--- src/verilog/core_pkg.sv ---
/*
 * core glue package
 * bridge register map, read region codes, analogizer assignment
 * codes and the packed types shared by the bridge-side glue
 */

`default_nettype none

package core_pkg;

  ////////////////////
  // basic types
  ////////////////////

  // one bridge address or data word
  typedef logic [31:0] bridge_word_t;

  // key bitmap of one controller, dpad in [3:0], start in [15]
  typedef logic [15:0] pad_keys_t;

  // players 1 to 4, p1 in the top word
  typedef struct packed {
    pad_keys_t p1;
    pad_keys_t p2;
    pad_keys_t p3;
    pad_keys_t p4;
  } pad_set_t;

  ////////////////////
  // bridge register map
  ////////////////////

  localparam bridge_word_t REG_RESET_HOLD    = 32'h0000_0050;
  localparam bridge_word_t REG_TURBO_TAP     = 32'h0000_0100;
  localparam bridge_word_t REG_BUTTON6       = 32'h0000_0104;
  localparam bridge_word_t REG_B1_TURBO      = 32'h0000_0108;
  localparam bridge_word_t REG_B2_TURBO      = 32'h0000_010C;
  localparam bridge_word_t REG_OVERSCAN      = 32'h0000_0200;
  localparam bridge_word_t REG_EXTRA_SPRITES = 32'h0000_0204;
  localparam bridge_word_t REG_MASTER_BOOST  = 32'h0000_0300;
  localparam bridge_word_t REG_ADPCM_BOOST   = 32'h0000_0304;
  localparam bridge_word_t REG_CD_BOOST      = 32'h0000_0308;
  localparam bridge_word_t REG_ANALOGIZER    = 32'hF700_0000;

  // read region codes, top nibble or top byte of the address
  localparam logic [3:0] SAVE_NIBBLE    = 4'h2;
  localparam logic [3:0] MPU_RAM_NIBBLE = 4'h8;
  localparam logic [7:0] MPU_REG_BYTE   = 8'hF0;
  localparam logic [7:0] CMD_BYTE       = 8'hF8;

  // reset hold, 2^20 cycles needs a 21 bit counter
  localparam int                  HOLD_CNT_W        = 21;
  localparam logic [HOLD_CNT_W-1:0] RESET_HOLD_CYCLES = 21'd1048576;

  // analogizer config word width
  localparam int ANALOG_W = 14;

  ////////////////////
  // enums and structs
  ////////////////////

  typedef enum logic [3:0] {
    ASSIGN_P1       = 4'd0,
    ASSIGN_P2       = 4'd1,
    ASSIGN_P1P2     = 4'd2,
    ASSIGN_SWAP     = 4'd3,
    ASSIGN_ALL      = 4'd4,
    ASSIGN_REVERSED = 4'd5,
    ASSIGN_P3P4     = 4'd6
  } snac_assign_e;

  typedef enum logic [2:0] {
    REGION_NONE,
    REGION_SAVE,
    REGION_ANALOGIZER,
    REGION_MPU_RAM,
    REGION_MPU_REG,
    REGION_CMD
  } bridge_region_e;

  // emulator settings, 12 bits
  typedef struct packed {
    logic       turbo_tap_enable;
    logic       button6_enable;
    logic [1:0] button1_turbo_speed;
    logic [1:0] button2_turbo_speed;
    logic       overscan_enable;
    logic       extra_sprites_enable;
    logic       cd_audio_boost;
    logic       adpcm_audio_boost;
    logic [1:0] master_audio_boost;
  } core_settings_t;

  // same bit layout as the raw 14 bit analogizer word
  typedef struct packed {
    logic [3:0]   video_type;
    snac_assign_e assignment;
    logic         spare;
    logic [4:0]   game_cont_type;
  } snac_cfg_t;

  // read data of the external bridge devices
  typedef struct packed {
    bridge_word_t save_rd;
    bridge_word_t mpu_ram_rd;
    bridge_word_t mpu_reg_rd;
    bridge_word_t cmd_rd;
  } region_rd_t;

endpackage

`default_nettype wire
--- src/verilog/bridge_read_decode.sv ---
/*
 * bridge read decode
 * sorts the bridge address into a read region by priority
 * and muxes the matching read data, zero latency
 */

`timescale 1ns/1ps
`default_nettype none

module bridge_read_decode
  import core_pkg::*;
(
  input  bridge_word_t        bridge_addr,
  input  region_rd_t          region_rd,
  input  wire [ANALOG_W-1:0]  analog_raw,
  output bridge_word_t        bridge_rd_data
);

  bridge_region_e region;

  // first match wins, exact analogizer address ahead of the F-range
  always_comb begin
    if (bridge_addr == REG_ANALOGIZER) begin
      region = REGION_ANALOGIZER;
    end else if (bridge_addr[31:28] == SAVE_NIBBLE) begin
      region = REGION_SAVE;
    end else if (bridge_addr[31:28] == MPU_RAM_NIBBLE) begin
      region = REGION_MPU_RAM;
    end else if (bridge_addr[31:24] == MPU_REG_BYTE) begin
      region = REGION_MPU_REG;
    end else if (bridge_addr[31:24] == CMD_BYTE) begin
      region = REGION_CMD;
    end else begin
      region = REGION_NONE;
    end
  end

  // data mux
  always_comb begin
    case (region)
      REGION_ANALOGIZER: bridge_rd_data = {{(32-ANALOG_W){1'b0}}, analog_raw};
      REGION_SAVE:       bridge_rd_data = region_rd.save_rd;
      REGION_MPU_RAM:    bridge_rd_data = region_rd.mpu_ram_rd;
      REGION_MPU_REG:    bridge_rd_data = region_rd.mpu_reg_rd;
      REGION_CMD:        bridge_rd_data = region_rd.cmd_rd;
      // unmapped reads return zero
      default:           bridge_rd_data = '0;
    endcase
  end

endmodule

`default_nettype wire

--- src/verilog/bridge_settings_regs.sv ---
/*
 * bridge settings registers
 * decodes bridge write strobes into the emulator settings,
 * keeps the analogizer config word and runs the reset hold counter
 */

`timescale 1ns/1ps
`default_nettype none

module bridge_settings_regs
  import core_pkg::*;
(
  input  wire                 clk_74a,
  input  wire                 rst_n,
  input  bridge_word_t        bridge_addr,
  input  wire                 bridge_wr,
  input  bridge_word_t        bridge_wr_data,
  output core_settings_t      settings,
  output snac_cfg_t           snac_cfg,
  output logic [ANALOG_W-1:0] analog_raw,
  output logic                core_hold
);

  logic [HOLD_CNT_W-1:0] hold_cnt;
  logic                  hold_wr;

  ////////////////////
  // settings decode
  ////////////////////

  // one field per address, unknown addresses ignored
  always_ff @(posedge clk_74a or negedge rst_n) begin
    if (!rst_n) begin
      settings   <= '0;
      analog_raw <= '0;
    end else if (bridge_wr) begin
      case (bridge_addr)
        REG_TURBO_TAP:     settings.turbo_tap_enable     <= bridge_wr_data[0];
        REG_BUTTON6:       settings.button6_enable       <= bridge_wr_data[0];
        REG_B1_TURBO:      settings.button1_turbo_speed  <= bridge_wr_data[1:0];
        REG_B2_TURBO:      settings.button2_turbo_speed  <= bridge_wr_data[1:0];
        REG_OVERSCAN:      settings.overscan_enable      <= bridge_wr_data[0];
        REG_EXTRA_SPRITES: settings.extra_sprites_enable <= bridge_wr_data[0];
        REG_MASTER_BOOST:  settings.master_audio_boost   <= bridge_wr_data[1:0];
        REG_ADPCM_BOOST:   settings.adpcm_audio_boost    <= bridge_wr_data[0];
        REG_CD_BOOST:      settings.cd_audio_boost       <= bridge_wr_data[0];
        // analogizer word, low 14 bits only
        REG_ANALOGIZER:    analog_raw <= bridge_wr_data[ANALOG_W-1:0];
        default: ;
      endcase
    end
  end

  // raw word reinterpreted field by field
  assign snac_cfg = snac_cfg_t'(analog_raw);

  ////////////////////
  // reset hold
  ////////////////////

  assign hold_wr = bridge_wr && (bridge_addr == REG_RESET_HOLD);

  // reload on every write, else count down to zero
  always_ff @(posedge clk_74a or negedge rst_n) begin
    if (!rst_n) begin
      hold_cnt <= '0;
    end else if (hold_wr) begin
      hold_cnt <= RESET_HOLD_CYCLES;
    end else if (hold_cnt != '0) begin
      hold_cnt <= hold_cnt - 1'b1;
    end
  end

  // high while the count runs, N cycles from load
  assign core_hold = (hold_cnt != '0);

endmodule

`default_nettype wire

--- src/verilog/controller_router.sv ---
/*
 * controller router
 * picks pocket or SNAC pads for each player slot from the
 * analogizer assignment code, one register stage
 */

`timescale 1ns/1ps
`default_nettype none

module controller_router
  import core_pkg::*;
(
  input  wire       clk_74a,
  input  wire       rst_n,
  input  snac_cfg_t snac_cfg,
  input  pad_set_t  cont_keys,
  input  pad_set_t  snac_keys,
  output pad_set_t  player_keys
);

  pad_set_t route_next;

  ////////////////////
  // mapping table
  ////////////////////

  always_comb begin
    // pocket pads unless the table says otherwise
    route_next = cont_keys;
    // game_cont_type 0 means snac off
    if (snac_cfg.game_cont_type != 5'd0) begin
      case (snac_cfg.assignment)
        ASSIGN_P1: begin
          route_next.p1 = snac_keys.p1;
        end
        ASSIGN_P2: begin
          route_next.p2 = snac_keys.p1;
        end
        ASSIGN_P1P2: begin
          route_next.p1 = snac_keys.p1;
          route_next.p2 = snac_keys.p2;
        end
        // snac 2 on player 1 and back
        ASSIGN_SWAP: begin
          route_next.p1 = snac_keys.p2;
          route_next.p2 = snac_keys.p1;
        end
        ASSIGN_ALL: begin
          route_next = snac_keys;
        end
        ASSIGN_REVERSED: begin
          route_next.p1 = snac_keys.p4;
          route_next.p2 = snac_keys.p3;
          route_next.p3 = snac_keys.p2;
          route_next.p4 = snac_keys.p1;
        end
        // multitap, snac pads on players 3 and 4
        ASSIGN_P3P4: begin
          route_next.p3 = snac_keys.p1;
          route_next.p4 = snac_keys.p2;
        end
        // codes 7..15 keep the pocket pads
        default: ;
      endcase
    end
  end

  ////////////////////
  // output stage
  ////////////////////

  always_ff @(posedge clk_74a or negedge rst_n) begin
    if (!rst_n) begin
      player_keys <= '0;
    end else begin
      player_keys <= route_next;
    end
  end

endmodule

`default_nettype wire

--- src/verilog/core_glue_top.sv ---
/*
 * core glue top
 * bridge-side glue of the handheld core: settings registers,
 * read data mux and controller routing, all on clk_74a
 */

`timescale 1ns/1ps
`default_nettype none

module core_glue_top
  import core_pkg::*;
(
  input  wire            clk_74a,
  input  wire            rst_n,
  // bridge bus
  input  bridge_word_t   bridge_addr,
  input  wire            bridge_wr,
  input  bridge_word_t   bridge_wr_data,
  output bridge_word_t   bridge_rd_data,
  // read data of the external devices
  input  region_rd_t     region_rd,
  // pads
  input  pad_set_t       cont_keys,
  input  pad_set_t       snac_keys,
  // to the emulator
  output core_settings_t settings,
  output snac_cfg_t      snac_cfg,
  output wire            core_hold,
  output pad_set_t       player_keys
);

  // stored analogizer word, read back over the bridge
  logic [ANALOG_W-1:0] analog_raw;

  ////////////////////
  // write side
  ////////////////////

  bridge_settings_regs i_settings_regs (
    .clk_74a        (clk_74a),
    .rst_n          (rst_n),
    .bridge_addr    (bridge_addr),
    .bridge_wr      (bridge_wr),
    .bridge_wr_data (bridge_wr_data),
    .settings       (settings),
    .snac_cfg       (snac_cfg),
    .analog_raw     (analog_raw),
    .core_hold      (core_hold)
  );

  ////////////////////
  // read side
  ////////////////////

  bridge_read_decode i_read_decode (
    .bridge_addr    (bridge_addr),
    .region_rd      (region_rd),
    .analog_raw     (analog_raw),
    .bridge_rd_data (bridge_rd_data)
  );

  // pad routing follows the analogizer word
  controller_router i_router (
    .clk_74a     (clk_74a),
    .rst_n       (rst_n),
    .snac_cfg    (snac_cfg),
    .cont_keys   (cont_keys),
    .snac_keys   (snac_keys),
    .player_keys (player_keys)
  );

endmodule

`default_nettype wire

--- config.mk ---
export PLATFORM = sky130hd
export DESIGN_NAME = core_glue_top
export DESIGN_NICKNAME = d
export VERILOG_FILES = /design/src/verilog/core_pkg.sv /design/src/verilog/bridge_read_decode.sv /design/src/verilog/bridge_settings_regs.sv /design/src/verilog/controller_router.sv /design/src/verilog/core_glue_top.sv
export SDC_FILE = /design/constraint.sdc
export NUM_CORES = 1
export LEC_CHECK = 0
export ABC_CLOCK_PERIOD_IN_PS = 2500
export BUFFER_PORTS_ARGS = -buffer_cell sky130_fd_sc_hd__buf_4
export CAP_MARGIN = 20
export CORE_AREA = 4 4 171 173
export DETAILED_ROUTE_END_ITERATION = 8
export DIE_AREA = 0 0 175 177
export GPL_TIMING_DRIVEN = 0
export PLACE_DENSITY = 0.66
export SYNTH_ARGS = -nofsm -noshare
export SYNTH_HDL_FRONTEND = slang
export SYNTH_HIERARCHICAL = 1
export SYNTH_SLANG_ARGS = --single-unit
--- constraint.sdc ---
create_clock -name clk_74a -period 2.5 [get_ports clk_74a]
set_clock_uncertainty 0.1 [all_clocks]
set_input_delay 0.375 -clock clk_74a [delete_from_list [all_inputs] [get_ports clk_74a]]
set_output_delay 0.375 -clock clk_74a [all_outputs]
set_load 0.05 [all_outputs]
==> summary.txt, run 1 <==
Synth
  • Post-synthesis net count: 1137
  • Mux cell area share after synthesis: 0.109
  • Post-Syn Instances: 812
  • Seq/Total Area, Yosys: 0.361
  • Async S/R FF share, synth: 1.00
  • Ranking of synthesized cells by area: dfrtp_1, mux2_2, a22oi_1
  • Compound-Gate Fraction of Synth Area: 0.273
  • Warnings, synthesis: 6
  • Synth Area in Adders: 0.00325
  • Simple logic cell fraction of the synthesized area: 0.184
  • Main combinational cell family by area after synthesis: compound AO/OA/AOI/OAI gates
  • Synth top area share: 0.361
  • Syn Area/Cell: 9.47 µm²
  • Unique cell type count in the Yosys netlist: 66
  • Cell taking the most area after synthesis: dfrtp_1
  • Main synth FF type: dfrtp_1
  • Number of synthesized register bits: 111
  • Post-synth EDFFs: 0
  • Synth Area in XOR/XNOR: 0
  • Synthesized area: 7690 µm²

STA
  • Slew Limit Fails: 0
  • Slew @ Worst Pin: 0.645 ns
  • Setup Viol. Count Final: 1
  • Final worst slack: -0.128 ns
  • Achievable frequency: 381 MHz
  • Final-report hold violation count: 0
  • Post-route setup TNS: -0.128 ns
  • Tmin final: 2.63 ns
  • Part of the cycle the worst path needs: 1.05
  • Rel. slew slack: 0.570
  • RSZ-0062 raised after global routing: true

Clock tree
  • Worst-Skew Late Latency: 0.36 ns
  • Root buffer cell: clkbuf_16
  • CTS Buffer Depth: 2
  • Clk sinks: 111
  • H-tree Lvls: 3
  • CTS tree: built
  • Total CTS buffers: 9
  • Worst-path clk slew: 0.08 ns

Global routing
  • Overflow after GRT: 0
  • Largest net degree at the start of global routing: 67
  • Initial antenna violation count: 1
  • First-pass GRT wire length: 52200 µm
  • Number of global-route vias before repair: 8654
  • Total GRT Usage: 0.218

Floorplan
  • Die Y: 177 µm
  • Core area: 27600 µm²
  • Num ports: 446
  • Core Rows: 61
  • Die X-Extent: 175 µm
  • Initial Util: 0.278
  • Die ar.: 31000 µm²

Finish
  • Final Non-Filler Cells: 1642
  • Nets: 1583
  • Synth-to-Final Area Change: 54.0%
  • # fillers: 2789
  • Area of the multi-input gates: 4450 µm²
  • Final core occ: 0.429
  • Layout cells sized above 1: 0.477
  • FF/Latch Area: 2780 µm²

Worst setup path
  • Worst EP required: 2.03 ns
  • Worst reg2reg setup slack: 0.03 ns
  • Family with the most delay on the worst path: simple AND/OR/NAND/NOR gates
  • Kind of end point of the critical path: output pin
  • CP max stage cell: or4_4
  • Crit-path cells: or4_4 > or3_4 > nand4b_1 > buf_6
  • Startpoint types: flip-flop
  • CP Class: reg2out
  • Max stage delay on crit path: 0.54 ns
  • Data arrival time of the critical path: 2.15 ns
  • Buf+Inv Stages, Crit Path: 1
  • Crit path max fanout: 2

Routing
  • DRT antenna net count: 0
  • Initial drt markers: 525
  • Drc violations: 0
  • Routed WL: 35800 µm
  • Drt wl/cell: 21.8 µm
  • Vias per std cell: 5.24
  • TritonRoute pass-1 iters: 4
  • Via count: 8600

Power
  • Clk pwr share: 0.328
  • Switching Share: 0.305
  • Gate power share: 0.253
  • Flop pwr share: 0.419
  • Total power: 4.45 mW
  • Static Leak: 5.42 nW
  • Pwr Density: 375 nW/µm²
  • Net load switching power: 1.36 mW
  • Peak supply drop: 0.000322 V
  • Int Power: 3.09 mW

Outcome
  • Violated checks: setup timing
  • Status: finished with violations

Placement
  • IO buf count: 426
  • Post-DP HPWL: 29400 µm
  • Placed cells: 1617
  • GPL Wtd Cong: 0.921

Flow run
  • Max capacitance violation total: 0

Hold path
  • Worst min path class: in2reg
sequential cells by signal, summed over array words and instances, names as in the netlist:
signal                      flops
i_router/player_keys           64
i_settings_regs/hold_cnt       21
i_settings_regs/analog_raw     14
i_settings_regs/settings       12
tightest hold or removal path: cells and delay by family:
kind | cells | cell delay, ns
simple gates | 1 | 0.03
buf+inv | 1 | 0.08
compound gates | 1 | 0.06
routing by layer:
metal,routed length (µm),global-route usage,share of wire,vias to the layer above
met5,0,0,0,-
met4,830,0.0619,0.023,0
met3,2700,0.0553,0.075,52
met2,17500,0.372,0.49,365
met1,14800,0.274,0.41,4189
li1,-,-,-,3994
cell families (layout without fill, tap and decap cells):
kind of cell	Yosys count	count (layout)
and+or+nand+nor	229	229
muxes	74	74
adders and majority gates	2	2
DFF	111	111
buffers and inverters	105	556
other	0	1
AOI/OAI and AO/OA	291	291
power by group through the flow:
stage / Sequential [mW] / Clock, mW / Combinational (mW)
floorplan: 2.09 / 0 / 0.272
finish: 1.86 / 1.46 / 1.12
global placement: 1.90 / 0 / 1.10
CTS: 1.86 / 1.52 / 1.12
global route: 1.87 / 1.57 / 1.19
detailed placement: 1.90 / 0 / 1.12
Yosys cell counts, types with 10 or more instances:
master     number
mux2_2         45
a22oi_1        65
or4_1          10
buf_2          29
o21ai_0        52
o2bb2ai_1      15
inv_1          18
dfrtp_1       111
nand3_1        16
o311ai_2       10
nor4_1         20
a2bb2oi_1      16
nor2_1         12
nand2_1        58
and3b_1        28
a22o_1         31
o21ai_1        22
buf_4          19
o22ai_1        18
or3_1          11
a21oi_1        36
nor2b_1        25
mux2i_1        19
clkbuf_1       31
through the flow:
step	area (µm²)	setup slack (ns)	hold slack, ns
3_3_place_gp	11400	-0.0166	0.395
2_1_floorplan	7700	-0.168	-0.0206
5_1_grt	11800	-0.189	0.104
4_1_cts	11800	-0.123	0.0991
3_5_place_dp	11400	-0.0463	0.245
6_report	11800	-0.128	0.115
layout by cell type, fill, tap and decap left out, types with 11 or more instances in the layout:
cell type | synthesis | layout
and3b_1 | 28 | 28
nand3_1 | 16 | 16
o21ai_0 | 52 | 50
clkbuf_1 | 31 | 25
nor4_1 | 20 | 15
dfrtp_1 | 111 | 110
nor2b_1 | 25 | 25
inv_1 | 18 | 18
o311ai_2 | 10 | 11
a22oi_1 | 65 | 65
o22ai_1 | 18 | 18
buf_2 | 29 | 29
a2bb2oi_1 | 16 | 16
o21ai_1 | 22 | 24
nor2_1 | 12 | 12
a21oi_1 | 36 | 36
mux2i_1 | 19 | 19
or3_1 | 11 | 11
nand2_1 | 58 | 57
o2bb2ai_1 | 15 | 15
buf_4 | 19 | 449
mux2_2 | 45 | 45
a22o_1 | 31 | 31
path summary, 6_finish.rpt:
kind	startpoint	endpoint	cells after the start
max	i_settings_regs/hold_cnt[9]$_DFFE_PN0P_	core_hold	4
max reg2reg	i_settings_regs/hold_cnt[9]$_DFFE_PN0P_	i_settings_regs/hold_cnt[16]$_DFFE_PN0P_	6
min in group asynchronous	rst_n	i_settings_regs/hold_cnt[13]$_DFFE_PN0P_	2
min reg2reg	i_settings_regs/settings[7]$_DFFE_PN0P_	i_settings_regs/settings[7]$_DFFE_PN0P_	1
max in group asynchronous	rst_n	i_router/player_keys[4]$_DFF_PN0_	3
min	cont_keys[14]	i_router/player_keys[14]$_DFF_PN0_	3
timing repair:
action                                 4_1_cts  5_1_grt
pin swaps                                    2        2
hold buffers                                 1        0
endpoints found under the hold margin       45        0
setup buffers                                7        2
resized for setup                            3       27
setup endpoints to repair                    7       28
final cells by class:
cell class,count,area share
multi-input combinational,596,0.376
timing repair buffer,437,0.280
sequential,111,0.235
tap,378,0.0399
buffer,85,0.0394
clock buffer,10,0.0202
inverter,18,0.00570
clock inverter,6,0.00433
antenna,1,0.000211
No activity file was read; power rests on OpenSTA's default activity.
==> run 2, diff against run 1 <==
--- a/config.mk
+++ b/config.mk
@@ -8,10 +8,11 @@
 export ABC_CLOCK_PERIOD_IN_PS = 2500
 export BUFFER_PORTS_ARGS = -buffer_cell sky130_fd_sc_hd__buf_4
 export CAP_MARGIN = 20
-export CORE_AREA = 4 4 171 173
+export CORE_AREA = 3 3 170 172
 export DETAILED_ROUTE_END_ITERATION = 8
-export DIE_AREA = 0 0 175 177
+export DIE_AREA = 0 0 173 175
 export GPL_TIMING_DRIVEN = 0
+export HOLD_SLACK_MARGIN = 0.12
 export PLACE_DENSITY = 0.66
 export SYNTH_ARGS = -nofsm -noshare
 export SYNTH_HDL_FRONTEND = slang
==> summary.txt, run 2 (synthesis results as in run 1) <==
Routing
  • Drt wl/cell: 21.3 µm
  • Via count: 8686
  • DRT antenna net count: 0
  • Vias per std cell: 5.24
  • Initial drt markers: 573
  • TritonRoute pass-1 iters: 5
  • Routed WL: 35400 µm
  • Drc violations: 0

Finish
  • Post-route cell area: 12000 µm²
  • Layout cells sized above 1: 0.461
  • Nets: 1601
  • Final Non-Filler Cells: 1659
  • Highest-count cells in the layout ignoring fill and taps: buf_4, dfrtp_1, a22oi_1, nand2_1, o21ai_0
  • Final core occ: 0.434
  • Synth-to-Final Area Change: 55.7%
  • Reg with most FFs: i_router/player_keys
  • Commonest non-fill, non-tap cell in the layout: buf_4
  • Top flop regs: i_router/player_keys: 64 flops, i_settings_regs/hold_cnt: 21 flops, i_settings_regs/analog_raw: 14 flops
  • Ant. Diodes: 0
  • Max FFs per register: 64

Placement
  • IO buf count: 426
  • DP Area: 11400 µm²
  • Post-DP HPWL: 28900 µm
  • GPL Wtd Cong: 0.932
  • Placed cells: 1617
  • DP Worst Slack: -0.0454 ns

STA
  • Tmin final: 2.58 ns
  • Final-report hold violation count: 0
  • Setup Viol. Count Final: 1
  • Rel. slew slack: 0.578
  • RSZ-0062 raised after global routing: true
  • Achievable frequency: 387 MHz
  • Slew Limit Fails: 0
  • Final worst slack: -0.0830 ns
  • Part of the cycle the worst path needs: 1.03
  • Slew @ Worst Pin: 0.633 ns

Power
  • Peak supply drop: 0.000335 V
  • Pwr Density: 372 nW/µm²
  • Total power: 4.46 mW
  • Static Leak: 5.48 nW

Global routing
  • First-pass GRT wire length: 52200 µm
  • Overflow after GRT: 0
  • Number of global-route vias before repair: 8522
  • Largest net degree at the start of global routing: 89
  • Initial antenna violation count: 0
  • Total GRT Usage: 0.221

Worst setup path
  • R2R cell count: 6
  • Crit path max fanout: 4
  • Kind of end point of the critical path: output pin
  • Data arrival time of the critical path: 2.11 ns
  • CP Class: reg2out
  • Worst EP required: 2.03 ns
  • Startpoint types: flip-flop

Floorplan
  • Num ports: 446
  • Core Rows: 61
  • Die ar.: 30300 µm²
  • Die X-Extent: 173 µm
  • Die Y: 175 µm
  • Initial Util: 0.278
  • Core area: 27600 µm²

Clock tree
  • CTS Buffer Depth: 2
  • Clk sinks: 111
  • CTS tree: built
  • Root buffer cell: clkbuf_16
  • Total CTS buffers: 9
  • Worst-path clk slew: 0.08 ns
  • H-tree Lvls: 3
  • Worst-Skew Late Latency: 0.35 ns

Flow run
  • Max capacitance violation total: 0

Hold path
  • Worst hold stages: 3
  • Worst min path class: in2reg

Outcome
  • Status: finished with violations
  • Violated checks: setup timing
run 2: cell count changes in the layout (fill, tap and decap cells not counted), moves of 3 or more:
cell	previous run	this run
clkbuf_1	25	28
nor4_1	15	19
nor4_2	5	1
dlygate4sd3_1	1	22
clkbuf_2	7	3
run 2: final timing paths:
path | start | endpoint | slack (ns)
min in group asynchronous | rst_n | i_settings_regs/hold_cnt[14]$_DFFE_PN0P_ | 0.33
min reg2reg | i_settings_regs/settings[10]$_DFFE_PN0P_ | i_settings_regs/settings[10]$_DFFE_PN0P_ | 0.41
max | i_settings_regs/hold_cnt[14]$_DFFE_PN0P_ | core_hold | -0.08
max reg2reg | i_settings_regs/hold_cnt[14]$_DFFE_PN0P_ | i_settings_regs/hold_cnt[19]$_DFFE_PN0P_ | 0.03
min | cont_keys[28] | i_router/player_keys[28]$_DFF_PN0_ | 0.13
max in group asynchronous | rst_n | i_router/player_keys[54]$_DFF_PN0_ | 1.26
run 2: what timing repair did:
action                                  in CTS  in global routing
hold buffers                                21                  1
pin swaps                                    3                  1
hold endpoints to repair                    43                  1
endpoints found under the setup margin       8                 37
resized for setup                            3                 10
setup buffers                                7                  0
run 2: per-stage QoR:
step	hold WS (ns)	setup TNS, ns
after global placement	0.390	-0.407
after floorplan	-0.0206	-0.742
final	0.129	-0.0830
after global routing	0.120	-0.183
after detailed placement	0.149	-0.435
after CTS	0.121	-0.190
run 2: routing by layer:
| layer | up-vias | GRT usage | wire, µm |
|---|---|---|---|
| met1 | 4206 | 0.272 | 14400 |
| met3 | 42 | 0.0543 | 2600 |
| li1 | 4038 | - | - |
| met4 | 0 | 0.0517 | 758 |
| met5 | - | 0 | 0 |
| met2 | 400 | 0.392 | 17600 |
run 2: critical path: stages, from the launching register on:
cell      delay, ns
dfrtp_1        0.41
or4_4          0.55
or3_4          0.35
nand4b_1       0.24
buf_6          0.21
run 2: area by class of cell:
class | count | area [µm²]
Tap cell | 378 | 473
Clock inverter | 7 | 65.1
Clock buffer | 9 | 225
Inverter | 18 | 67.6
Timing Repair Buffer | 456 | 3510
Fill cell | 2831 | 15600
Sequential cell | 111 | 2780
Multi-Input combinational cell | 596 | 4410
Buffer | 84 | 454
run 2: report_power, final:
group	internal, mW	total, mW	switching [mW]
logic	0.542	1.15	0.607
registers	1.85	1.86	0.0167
clock network	0.700	1.45	0.747
